===== src/common/coreMemPkg.sv =====
package coreMemPkg;

    localparam int ADDR_BITS = 32;
    localparam int DATA_BITS = 32;
    localparam int TAG_BITS  = 4;

    // access size in bytes is 1, 2 or 4
    typedef enum logic [1:0] {
        LEN_BYTE = 2'd0,
        LEN_HALF = 2'd1,
        LEN_WORD = 2'd2,
        LEN_BAD  = 2'd3
    } memLen_t;

    // one load or store as it leaves the store/load buffer
    typedef struct packed {
        logic                 isStore;
        logic [ADDR_BITS-1:0] addr;
        logic [DATA_BITS-1:0] data;
        memLen_t              len;
        logic [TAG_BITS-1:0]  tag;
    } memReq_t;

    // loads carry zero-extended data; stores only need the tag back
    typedef struct packed {
        logic [DATA_BITS-1:0] data;
        logic [TAG_BITS-1:0]  tag;
    } memResp_t;

endpackage


===== src/common/ramBusPkg.sv =====
package ramBusPkg;

    // bit positions inside the wait vector
    localparam int PORT_FETCH = 0;
    localparam int PORT_DATA  = 1;

    localparam int RAM_CMD_ADDR_BITS = 32;

    // a set bit tells that port the controller will not take its request now
    typedef logic [1:0] portWait_t;

    // the RAM keeps only the low address bits it needs
    typedef struct packed {
        logic                         we;
        logic [RAM_CMD_ADDR_BITS-1:0] addr;
        logic [7:0]                   wdata;
    } ramCmd_t;

endpackage


===== src/memCtrl/memController.sv =====
`timescale 1ns/1ps

module memController
    import coreMemPkg::*;
    import ramBusPkg::*;
#(
    parameter int RAM_ADDR_BITS = 12
) (
    input  logic                 clk,
    input  logic                 rst,
    input  logic                 rdy,

    input  logic                 dataEn,
    input  memReq_t              dataReq,
    input  logic                 fetchEn,
    input  logic [ADDR_BITS-1:0] fetchAddr,
    output portWait_t            memWait,

    output logic                 ramValid,
    output ramCmd_t              ramCmd,
    input  logic [7:0]           ramRdata,

    output logic                 doneData,
    output logic                 doneFetch,
    output logic [DATA_BITS-1:0] doneWord
);

    typedef enum logic [1:0] {
        IDLE  = 2'd0,
        XFER  = 2'd1,
        DRAIN = 2'd2,
        DONE  = 2'd3
    } ctrlState_t;

    ctrlState_t           state;
    logic                 servingData;
    logic                 isStore;
    logic [ADDR_BITS-1:0] baseAddr;
    logic [DATA_BITS-1:0] storeData;
    logic [1:0]           lastIdx;
    logic [1:0]           byteIdx;
    logic                 readPending;
    logic [1:0]           readLane;
    logic [DATA_BITS-1:0] word;
    logic [ADDR_BITS-1:0] byteAddr;
    logic                 lastByte;

    function automatic logic [1:0] lenLastIdx(memLen_t len);
        case (len)
            LEN_BYTE: return 2'd0;
            LEN_HALF: return 2'd1;
            default:  return 2'd3;
        endcase
    endfunction

    // data wins in idle, so a fetch is only ever accepted when dataEn is already low
    assign memWait[PORT_DATA]  = state != IDLE;
    assign memWait[PORT_FETCH] = state != IDLE || dataEn;

    assign byteAddr = baseAddr + ADDR_BITS'(byteIdx);
    assign lastByte = byteIdx == lastIdx;

    // bytes go out lowest address first and wrap inside the RAM
    assign ramValid     = state == XFER;
    assign ramCmd.we    = isStore;
    assign ramCmd.addr  = RAM_CMD_ADDR_BITS'(byteAddr[RAM_ADDR_BITS-1:0]);
    assign ramCmd.wdata = storeData[byteIdx*8 +: 8];

    assign doneData  = state == DONE && rdy && servingData;
    assign doneFetch = state == DONE && rdy && !servingData;
    assign doneWord  = word;

    always_ff @(posedge clk) begin
        if (rst) begin
            state       <= IDLE;
            readPending <= 1'b0;
        end else begin
            readPending <= state == XFER && !isStore;
            case (state)
                IDLE: begin
                    if (dataEn || fetchEn) begin
                        state <= XFER;
                    end
                end
                XFER: begin
                    if (lastByte) begin
                        state <= isStore ? DONE : DRAIN;
                    end
                end
                DRAIN: state <= DONE;
                // hold the done until the core side is running again
                DONE: begin
                    if (rdy) begin
                        state <= IDLE;
                    end
                end
                default: state <= IDLE;
            endcase
        end
    end

    always_ff @(posedge clk) begin
        readLane <= byteIdx;
        if (state == IDLE) begin
            byteIdx <= 2'd0;
            // the word starts cleared, which gives the zero fill above len
            word    <= '0;
            if (dataEn) begin
                servingData <= 1'b1;
                isStore     <= dataReq.isStore;
                baseAddr    <= dataReq.addr;
                storeData   <= dataReq.data;
                lastIdx     <= lenLastIdx(dataReq.len);
            end else begin
                servingData <= 1'b0;
                isStore     <= 1'b0;
                baseAddr    <= fetchAddr;
                storeData   <= '0;
                lastIdx     <= lenLastIdx(LEN_WORD);
            end
        end else begin
            if (state == XFER) begin
                byteIdx <= byteIdx + 2'd1;
            end
            if (readPending) begin
                word[readLane*8 +: 8] <= ramRdata;
            end
        end
    end

    // only one access is in flight, so no port may present a request until idle
    portsHeldWhileBusy: assert property (@(posedge clk) disable iff (rst)
        state != IDLE |-> !dataEn && !fetchEn);

endmodule


===== config.mk =====
export PLATFORM = sky130hd
export DESIGN_NAME = memController
export DESIGN_NICKNAME = d
export VERILOG_FILES = /design/src/common/coreMemPkg.sv /design/src/common/ramBusPkg.sv /design/src/memCtrl/memController.sv
export SDC_FILE = /design/constraint.sdc
export NUM_CORES = 1
export LEC_CHECK = 0
export BUFFER_PORTS_ARGS = -buffer_cell sky130_fd_sc_hd__buf_2
export CORE_ASPECT_RATIO = 0.5
export CORE_MARGIN = 5
export CORE_UTILIZATION = 41
export CTS_CLUSTER_DIAMETER = 50
export DETAILED_ROUTE_END_ITERATION = 8
export PLACE_DENSITY = 0.73
export SYNTH_ARGS = -nofsm -noshare
export SYNTH_HDL_FRONTEND = slang
export SYNTH_SLANG_ARGS = --single-unit

===== constraint.sdc =====
create_clock -name clk -period 2.97 [get_ports clk]
set_input_delay 0.4455 -clock clk [delete_from_list [all_inputs] [get_ports clk]]
set_output_delay 0.4455 -clock clk [all_outputs]
set_load 0.1 [all_outputs]

* Word level (Yosys, flattened, before mapping)
Cells that the tools add are included.
** Storage, ports and cells
- Bits in registers :: 87
- Output and inout bits :: 78
** Operators by class
- Eq/ne operators :: 8
- Mux-type cells :: 9
- Shift operators :: 3
- Reductions and logical operators :: 12
- Add/subtract/negate cells :: 3
** Operators by type and width (number)
- $neg A5 Y34 :: 1
- $shift A8 B34 Y32 const A :: 1
- $shiftx A8 B34 Y32 :: 1
- $bwmux W32 :: 1
- $shiftx A32 B6 Y8 :: 1
- $add A12 B2 Y12 :: 1
- $mux W12 :: 1
- $pmux W2 S4 :: 1
- $mux W2 :: 3
- $eq A2 B1 Y1 const B :: 2
- $eq A2 B2 Y1 const B :: 2
- $logic_and A1 B1 Y1 :: 4
- $logic_not A2 Y1 :: 2
- $ne A2 B2 Y1 const B :: 2
- $pmux W2 S2 :: 1
- $reduce_and A3 Y1 :: 1
- $add A2 B1 Y2 const B :: 1
- $eq A2 B2 Y1 :: 1
- $logic_not A1 Y1 :: 2
- $logic_or A1 B1 Y1 :: 2
- $mux W1 :: 2
- $ne A2 B1 Y1 const B :: 1
- $reduce_bool A2 Y1 :: 1

* Longest topological paths before layout
Gate-level depths: netlist (run 1).
- Word-level depth :: 3
- Gate-level depth with buffers :: 7
- Mapped depth without buffers :: 6

* Least setup slack after synthesis (run 1)
No wires, ideal clock.
- Path type :: reg2reg
- Start point :: register state[0]
- End point :: register state[1]
- Stages on the path, launching flop included :: 8
- Setup time :: 120 ps
- Arrival :: 3191 ps
- Clock period less this slack :: 3311 ps
- Slack :: -341 ps
- Required time :: 2850 ps
- Path buffers :: 1
- Cells stage by stage :: dfxtp_1 -> inv_1 -> ha_1 -> buf_2 -> nand2b_1 -> o22ai_1 -> or3b_1 -> a21oi_1
** On the way
- Word-level cells in the longest chain between the ends :: 3
** Ends and longest elaborated chain
- start, declared :: line memController.sv:35 : ctrlState_t state;
- start signal, assigned :: line memController.sv:87 : state <= isStore ? DONE : DRAIN;
- $eq A2 B1 Y1 (tied with other cells) :: line memController.sv:79 : case (state)
- $ne A2 B1 Y1 (no source line) or $ne A2 B2 Y1 (tied branches)
- $reduce_and A3 Y1 (no source line)
Several ways; a longest one is shown, not always the timed one.
A chain may end at the register's enable or synchronous reset.

==> results of run 1 <==
[worst max path at each step]
| stage | start | endpoint | slack (ns) | depth (start not counted) |
|---|---|---|---|---|
| floorplan | byteIdx[1] | ramCmd[10] | -0.07 | 4 |
| global placement | byteIdx[0] | ramCmd[18] | 0.61 | 6 |
| detailed placement | byteIdx[0] | ramCmd[18] | 0.57 | 6 |
| CTS | byteIdx[0] | ramCmd[18] | 0.20 | 6 |
| global route | baseAddr[0] | ramCmd[18] | 0.11 | 6 |
| finish | baseAddr[0] | ramCmd[18] | 0.26 | 6 |
[synthesized netlist by cell type (all sizes together), types with 7 or more instances]
library cell / number / share of area
edfxtp: 48 / 0.37
dfxtp: 39 / 0.20
nor2: 37 / 0.035
and2: 33 / 0.053
a22oi: 32 / 0.061
buf: 29 / 0.054
mux2: 12 / 0.034
ha: 11 / 0.035
inv: 10 / 0.0095
mux4: 8 / 0.046
xnor2: 8 / 0.020
nand2: 7 / 0.0086
[metal layers]
layer	track usage	vias up
li1	-	1342
met1	0.176	1305
met2	0.236	98
met3	0.0462	8
met4	0.0461	0
met5	0	-
[cell families after synthesis]
family / synth area share
flops: 0.565
xor+xnor: 0.0331
simple gates: 0.137
fa+ha+maj: 0.0401
other cells: 0.000954
mux: 0.0802
compound gates: 0.0745
buf+inv: 0.0691
[final cells by class]
class	instances	area, µm²	share of cell area
Clock buffer	12	289	0.0566
Clock inverter	4	28.8	0.00564
Inverter	10	37.5	0.00735
Multi-Input combinational cell	205	1570	0.307
Sequential cell	87	2220	0.435
Tap cell	121	151	0.0296
Timing Repair Buffer	133	811	0.159
[metrics by stage]
step,hold slack (ns),instance area (µm²),instances,utilization
detailed placement,0.480,4790,556,0.510
finish,0.298,5110,572,0.544
CTS,0.281,5110,572,0.544
floorplan,0.367,4050,337,-
global route,0.302,5110,572,0.544
global placement,0.474,4790,556,0.510
[report_power, final]
group	internal, mW	total, mW	switching, mW
combinational	0.716	3.03	2.32
clock	0.696	1.16	0.461
sequential	1.73	1.90	0.167
[worst register-to-register path, cell delays in order (launching register included)]
cell	delay [ns]
dfxtp_1	0.35
inv_1	0.15
ha_4	0.40
buf_4	0.61
[registers in the layout, summed over array words and instances (netlist names)]
register,cells
doneWord,32
storeData,32
baseAddr,12
byteIdx,2
lastIdx,2
readLane,2
state,2
isStore,1
readPending,1
servingData,1
==> results.tsv, run 1 <==
stage	metric	value	unit
detailed_routing	Routed Antenna Nets	0	
sta	post-layout worst setup margin	0.260	ns
sta	RSZ-0062 raised after global routing	no	
worst_setup_path	slowest cell on the critical path	nor4b_1	
run_status	outcome	finished, final reports clean	
final_layout	commonest non-fill, non-tap cells in the layout	buf_2 (120), edfxtp_1 (48), dfxtp_1 (39), nor2_1 (37), and2_1 (33)	
detailed_routing	M1 WL	3.46	mm
worst_setup_path	Arrival @ worst endpoint	2.26	ns
final_layout	layout cells sized above 1	0.399	
sta	setup TNS	0	ns
min_path	worst hold path depth	2	
detailed_routing	Residual DRC	0	
detailed_routing	Detailed Route Iter0 Violations	180	
worst_setup_path	crit path cell chain	ha_1 -> inv_1 -> fa_1 -> nor4b_1 -> xor2_2 -> buf_12	
worst_setup_path	Startpoint Class	register	
clock_tree	Clock Sinks	87	
placement	DP Wirelength	6.06	mm
clock_tree	total CTS buffers	9	
synthesis	Mapped Area	0.00393	mm²
run	MaxCap Viol Count	0	
synthesis	yosys warns	0	
sta	Final setup viols	0	
pwr	Pwr Total	6.08	mW
floorplan	full die area	0.0118	mm²
worst_setup_path	Worst Path Buf+Inv	2	
worst_setup_path	r2r startpoint	state[0]	
grt	vias in the first global route	2680	
clock_tree	hold buffers post-CTS	0	
clock_tree	CTS tree	built	
placement	number of port buffers	129	
sta	Max Slew Vio Count	0	
final_layout	Layout fillers	816	
sta	crit path time final	2.71	ns
worst_setup_path	R2R depth	3	
sta	Fmax	0.369	GHz
clock_tree	Resized cells post-CTS	0	
floorplan	Die Y	79.2	µm
worst_setup_path	Worst Path Max Fanout	4	
final_layout	synthesis-to-finish area growth	29.9	%
pwr	cell area power density	1190	mW/mm²
detailed_routing	First-pass DRT Iterations	4	
synthesis	Synth Flop Type	edfxtp_1	
grt	largest net degree at the start of global routing	51	
detailed_routing	WL met3	615	µm
clock_tree	Post-CTS Setup Repair Bufs	0	
synthesis	Syn Inst Count	318	
sta	final hold vios	0	
synthesis	unique cell type count in the Yosys netlist	38	
sta	clock skew	0.00946	ns
worst_setup_path	CP max stage delay	0.51	ns
detailed_routing	vias per cell	4.81	
pwr	Lkg Pwr	2.19	nW
final_layout	commonest non-fill, non-tap cell in the layout	buf_2	
synthesis	sequential-to-total area share from yosys stat	0.565	
placement	Post-Place Worst Slack	0.566	ns
min_path	Hold EP	state[0]	
detailed_routing	wire length on met2	4.11	mm
worst_setup_path	r2r setup slk	1.06	ns
synthesis	async set or reset register ratio after synthesis	0	
clock_tree	Reg clk slew, reported paths	0.06	ns
detailed_routing	WL per Instance	14.5	µm
detailed_routing	final wirelength	8.27	mm
min_path	Hold Crit Class	input pin to register	
floorplan	core area	0.00938	mm²
floorplan	die width	148	µm
final_layout	Diodes inserted	0	
synthesis	FF+latch count, synth	87	
sta	Slew HR	0.573	
floorplan	Row Count	25	
grt	Remaining Overflow, GRT	0	
detailed_routing	max layer used	met4	
min_path	worst hold start	rst	
placement	GPL Wtd Cong	0.757	
clock_tree	clock latency at the later pin of the worst-skew pair	0.33	ns
detailed_routing	Vias	2753	
floorplan	initial core utilization	0.419	
synthesis	Mean Syn Cell Area	12.4	µm²
sta	period utilization	0.913	
worst_setup_path	CP top delay family	adder cells	
synthesis	EDFF count, synth	48	
grt	first-pass GRT wire length	13.0	mm
worst_setup_path	Crit Reg-Reg Endpoint	baseAddr[2]	
pwr	VDD IR max	0.000641	V
grt	GRT Overall Usage	0.142	
clock_tree	H-tree levels	3	
grt	initial antenna violation count	0	
floorplan	# IOs	194	
final_layout	Nets	574	
sta	Tightest Pin Transition	0.640	ns
worst_setup_path	Required @ worst endpoint	2.52	ns
worst_setup_path	endpoint class of the critical path	output pin	
clock_tree	root buffer cell	clkbuf_16	
clock_tree	Clock Path Buffers	2	
worst_setup_path	Crit Path Category	register to output pin	
No activity file was read; power rests on OpenSTA's default activity.
==> inputs of run 2 (changes only) <==
- ABC_CLOCK_PERIOD_IN_PS: unset -> 2970
- RECOVER_POWER: unset -> 100
==> results.tsv, run 2 (same netlist as run 1, synthesis figures left out) <==
stage	metric	value	unit	change
run_status	outcome	finished with violations		
run_status	failing checks	max-capacitance violations, max-slew violations		
floorplan	Row Count	25		unchanged
placement	Post-Place Worst Slack	0.566	ns	unchanged
detailed_routing	Residual DRC	0		unchanged
sta	Slew HR	-0.103		-0.676
pwr	Lkg Pwr	1.95	nW	-11%
final_layout	Diodes inserted	0		unchanged
sta	Worst Hold Margin	0.299	ns	+0.000560 ns
clock_tree	Clock Path Buffers	2		unchanged
clock_tree	clock latency at the later pin of the worst-skew pair	0.33	ns	about the same
sta	Max Slew Vio Count	48		+48
sta	Final setup viols	0		unchanged
grt	initial antenna violation count	0		unchanged
floorplan	# IOs	194		unchanged
worst_setup_path	crit path cell chain	ha_1 -> inv_1 -> fa_1 -> nor4b_1 -> xor2_2 -> buf_4		
final_layout	Nets	574		unchanged
clock_tree	Reg clk slew, reported paths	0.06	ns	about the same
placement	DP Wirelength	6.06	mm	unchanged
placement	GPL Wtd Cong	0.757		unchanged
worst_setup_path	Startpoint Class	register		
clock_tree	root buffer cell	clkbuf_16		
worst_setup_path	Crit Path Category	register to output pin		
grt	vias in the first global route	2680		unchanged
final_layout	area of the multi-input gates	0.00153	mm²	-2.6%
floorplan	core area	0.00938	mm²	unchanged
worst_setup_path	r2r setup slk	0.42	ns	-0.64 ns
sta	clock skew	0.0102	ns	+0.000729 ns
grt	first-pass GRT wire length	13.0	mm	unchanged
sta	RSZ-0062 raised after global routing	no		
final_layout	Util after Layout	0.523		-0.0209
worst_setup_path	Worst Path Max Fanout	4		unchanged
detailed_routing	First-pass DRT Iterations	4		unchanged
clock_tree	Post-CTS Setup Repair Bufs	0		unchanged
placement	dpl cell area	0.00479	mm²	unchanged
worst_setup_path	Arrival @ worst endpoint	2.32	ns	+0.06 ns
final_layout	final instance area	0.00491	mm²	-3.8%
sta	period utilization	0.932		+0.0192
detailed_routing	Routed Antenna Nets	0		unchanged
pwr	cell area power density	1200	mW/mm²	+0.38%
final_layout	Storage cell area	0.00222	mm²	unchanged
clock_tree	total CTS buffers	9		unchanged
floorplan	Die Y	79.2	µm	unchanged
detailed_routing	Detailed Route Iter0 Violations	173		-3.9%
sta	Tightest Pin Transition	1.65	ns	+1.01 ns
final_layout	synthesis-to-finish area growth	24.9	%	
floorplan	die width	148	µm	unchanged
final_layout	non-filler cells, final	572		unchanged
placement	placed cell count	556		unchanged
final_layout	commonest non-fill, non-tap cells in the layout	buf_2 (79), edfxtp_1 (48), dfxtp_1 (39), clkbuf_1 (39), nor2_1 (37)		
sta	setup TNS	0	ns	unchanged
run	MaxCap Viol Count	1		+1
worst_setup_path	endpoint class of the critical path	output pin		
grt	Remaining Overflow, GRT	0		unchanged
sta	Fmax	0.361	GHz	-2.1%
grt	GRT Overall Usage	0.142		unchanged
worst_setup_path	Worst Path Buf+Inv	2		unchanged
clock_tree	Clock Sinks	87		unchanged
detailed_routing	final wirelength	8.30	mm	+0.35%
floorplan	full die area	0.0118	mm²	unchanged
worst_setup_path	CP max stage delay	0.51	ns	about the same
worst_setup_path	slowest cell on the critical path	nor4b_1		
pwr	Pwr Total	5.87	mW	-3.5%
detailed_routing	WL per Instance	14.5	µm	+0.35%
grt	largest net degree at the start of global routing	51		unchanged
clock_tree	Resized cells post-CTS	0		unchanged
clock_tree	CTS tree	built		
floorplan	initial core utilization	0.419		unchanged
final_layout	layout cells sized above 1	0.304		-0.0953
clock_tree	H-tree levels	3		unchanged
pwr	VDD IR max	0.000639	V	-0.43%
final_layout	commonest non-fill, non-tap cell in the layout	buf_2		
detailed_routing	Vias	2760		+0.25%
clock_tree	hold buffers post-CTS	0		unchanged
worst_setup_path	Required @ worst endpoint	2.52	ns	about the same
sta	post-layout worst setup margin	0.203	ns	-0.0570 ns
final_layout	Layout fillers	851		+4.3%
worst_setup_path	CP top delay family	adder cells		
sta	final hold vios	0		unchanged
detailed_routing	vias per cell	4.83		+0.25%
min_path	Hold Crit Class	input pin to register		
sta	crit path time final	2.77	ns	+0.0570 ns
placement	number of port buffers	129		unchanged
-- run 2: cell count changes in the layout (fill, tap and decap cells not counted), sizes merged --
cell and change:
buf -50, clkbuf +50
-- run 2: where the power goes --
| part | leakage [nW] | switching [mW] | internal (mW) |
|---|---|---|---|
| Clock | 0.156 | 0.463 | 0.696 |
| Combinational | 0.979 | 2.28 | 0.535 |
| Sequential | 0.812 | 0.161 | 1.74 |
| Total | 1.95 | 2.90 | 2.97 |
-- run 2: layer usage --
metal	wire (µm)	vias up	track usage
met5	0	-	0
met1	3470	1299	0.176
met4	112	0	0.0461
met3	659	10	0.0462
met2	4060	107	0.236
li1	-	1344	-
-- run 2: layout make-up --
class / count / share of cell area
well taps: 121 / 0.0308
inverters: 10 / 0.00765
repair buffers: 133 / 0.133
clock buffers: 12 / 0.0589
multi-input cells: 205 / 0.311
flip-flops and latches: 87 / 0.453
clock inverters: 4 / 0.00586
-- run 2: final timing paths --
kind / startpoint / to / depth (start not counted)
worst max-delay path: baseAddr[0] / ramCmd[18] / 6
worst min-delay path: rst / state[0] / 2
worst max register to register: state[0] / baseAddr[2] / 3
worst min register to register: doneWord[18] / doneWord[18] / 2
==> inputs of run 3 (changes only) <==
- CORE_ASPECT_RATIO: 0.5 -> unset
- REMOVE_ABC_BUFFERS: unset -> 1
==> results.tsv, run 3 (same netlist as run 1, synthesis figures left out) <==
stage	metric	value	unit	change
clock_tree	CTS tree	built		
detailed_routing	final wirelength	8.52	mm	+2.7%
placement	dpl cell area	0.00477	mm²	-0.42%
min_path	worst hold start	rst		
grt	initial antenna violation count	0		unchanged
sta	Worst Hold Margin	0.293	ns	-0.00571 ns
final_layout	commonest non-fill, non-tap cells in the layout	buf_2 (73), edfxtp_1 (48), clkbuf_1 (41), dfxtp_1 (39), nor2_1 (37)		
floorplan	initial core utilization	0.423		+0.00452
detailed_routing	First-pass DRT Iterations	5		+1
clock_tree	Clock Sinks	87		unchanged
worst_setup_path	endpoint class of the critical path	output pin		
worst_setup_path	r2r startpoint	readLane[0]		
floorplan	Row Count	35		+40%
run_status	outcome	finished, final reports clean		
worst_setup_path	crit path cell chain	inv_1 -> fa_1 -> nor2_1 -> and3_1 -> xor2_1 -> buf_12		
detailed_routing	Detailed Route Iter0 Violations	128		-26%
grt	vias in the first global route	2760		+3.0%
floorplan	full die area	0.0116	mm²	-1.0%
pwr	VDD IR max	0.000705	V	+10%
sta	final hold vios	0		unchanged
min_path	worst hold path depth	2		unchanged
floorplan	core area	0.00928	mm²	-1.1%
worst_setup_path	CP max stage delay	0.54	ns	+0.03 ns
final_layout	final instance area	0.00478	mm²	-2.7%
sta	Fmax	0.356	GHz	-1.6%
final_layout	Layout fillers	877		+3.1%
worst_setup_path	R2R depth	5		+2
detailed_routing	Vias	2781		+0.76%
floorplan	die width	108	µm	-27%
final_layout	commonest non-fill, non-tap cell in the layout	buf_2		
sta	Max Slew Vio Count	0		-100%
worst_setup_path	Required @ worst endpoint	2.52	ns	about the same
sta	clock skew	0.0136	ns	+0.00338 ns
detailed_routing	vias per cell	4.79		-0.63%
run	MaxCap Viol Count	0		-1
placement	GPL Wtd Cong	0.761		+0.59%
clock_tree	clock latency at the later pin of the worst-skew pair	0.35	ns	+0.02 ns
floorplan	Die Y	108	µm	+36%
sta	period utilization	0.947		+0.0150
final_layout	synthesis-to-finish area growth	21.5	%	
grt	Remaining Overflow, GRT	0		unchanged
final_layout	Diodes inserted	0		unchanged
pwr	cell area power density	1160	mW/mm²	-3.2%
clock_tree	Clock Path Buffers	2		unchanged
sta	Tightest Pin Transition	1.36	ns	-0.294 ns
detailed_routing	WL per Instance	14.7	µm	+1.3%
sta	Slew HR	0.0802		+0.183
sta	crit path time final	2.81	ns	+0.0445 ns
clock_tree	root buffer cell	clkbuf_8		
worst_setup_path	Startpoint Class	register		
sta	setup TNS	0	ns	unchanged
detailed_routing	Residual DRC	0		unchanged
min_path	Hold Crit Class	input pin to register		
final_layout	Nets	574		unchanged
final_layout	layout cells sized above 1	0.295		-0.00887
grt	largest net degree at the start of global routing	48		-5.9%
worst_setup_path	Worst Path Max Fanout	8		+4
clock_tree	Reg clk slew, reported paths	0.09	ns	+0.03 ns
clock_tree	Post-CTS Setup Repair Bufs	0		unchanged
worst_setup_path	worst setup path start	byteIdx[1]		
floorplan	# IOs	194		unchanged
grt	GRT Overall Usage	0.147		+0.00495
worst_setup_path	Crit Path Category	register to output pin		
detailed_routing	Routed Antenna Nets	0		unchanged
placement	DP Wirelength	6.40	mm	+5.5%
placement	number of port buffers	129		unchanged
grt	first-pass GRT wire length	13.4	mm	+3.1%
clock_tree	total CTS buffers	9		unchanged
clock_tree	H-tree levels	3		unchanged
sta	Final setup viols	0		unchanged
pwr	Lkg Pwr	1.89	nW	-3.2%
worst_setup_path	slowest cell on the critical path	dfxtp_1		
worst_setup_path	Arrival @ worst endpoint	2.37	ns	+0.05 ns
## run 3: power by group
| group | switching (mW) | total (mW) | internal, mW |
|---|---|---|---|
| Combinational | 2.29 | 2.83 | 0.539 |
| Clock | 0.450 | 0.816 | 0.366 |
| Sequential | 0.154 | 1.89 | 1.73 |
## run 3: final cells by class
cell class,count,area [µm²],area share
clock buffers,10,149,0.0312
well taps,129,161,0.0338
clock inverters,6,47.5,0.00995
multi-input cells,205,1510,0.317
repair buffers,133,647,0.135
inverters,10,37.5,0.00786
flip-flops and latches,87,2220,0.465
## run 3: metal layers
metal / vias up / global-route usage / wire [µm]
met1: 1339 / 0.178 / 3510
li1: 1336 / - / -
met2: 97 / 0.254 / 4330
met4: 0 / 0.0379 / 62
met3: 9 / 0.0432 / 623
met5: - / 0 / 0
## run 3: repair_timing
action / CTS / global route
hold buffers: 0 / 0
gates resized for setup: 0 / 1
setup endpoints to repair: 0 / 1
## run 3: stage by stage
stage          cells  power (mW)  worst slack [ns]  utilization
2_1_floorplan    302        4.25             -1.24            -
3_3_place_gp     564        4.93             0.449        0.514
3_5_place_dp     564        5.00             0.417        0.514
4_1_cts          580        5.82            0.0248        0.535
5_1_grt          580        5.81           -0.0197        0.515
6_report         580        5.53             0.158        0.515
## run 3: path summary, 6_finish.rpt
kind	slack (ns)	end
setup / recovery	0.16	ramCmd[16]
hold / removal	0.29	state[1]
setup reg to reg	0.59	doneWord[3]
hold reg to reg	0.48	readPending
## run 3: worst max-delay path: cells and delay by family (launching register included)
family / cells / cell delay [ns]
DFF: 1 / 0.54
xor gates and xnor gates: 1 / 0.24
adders and majority gates: 1 / 0.50
buffers and inverters: 2 / 0.36
and+or+nand+nor: 2 / 0.39
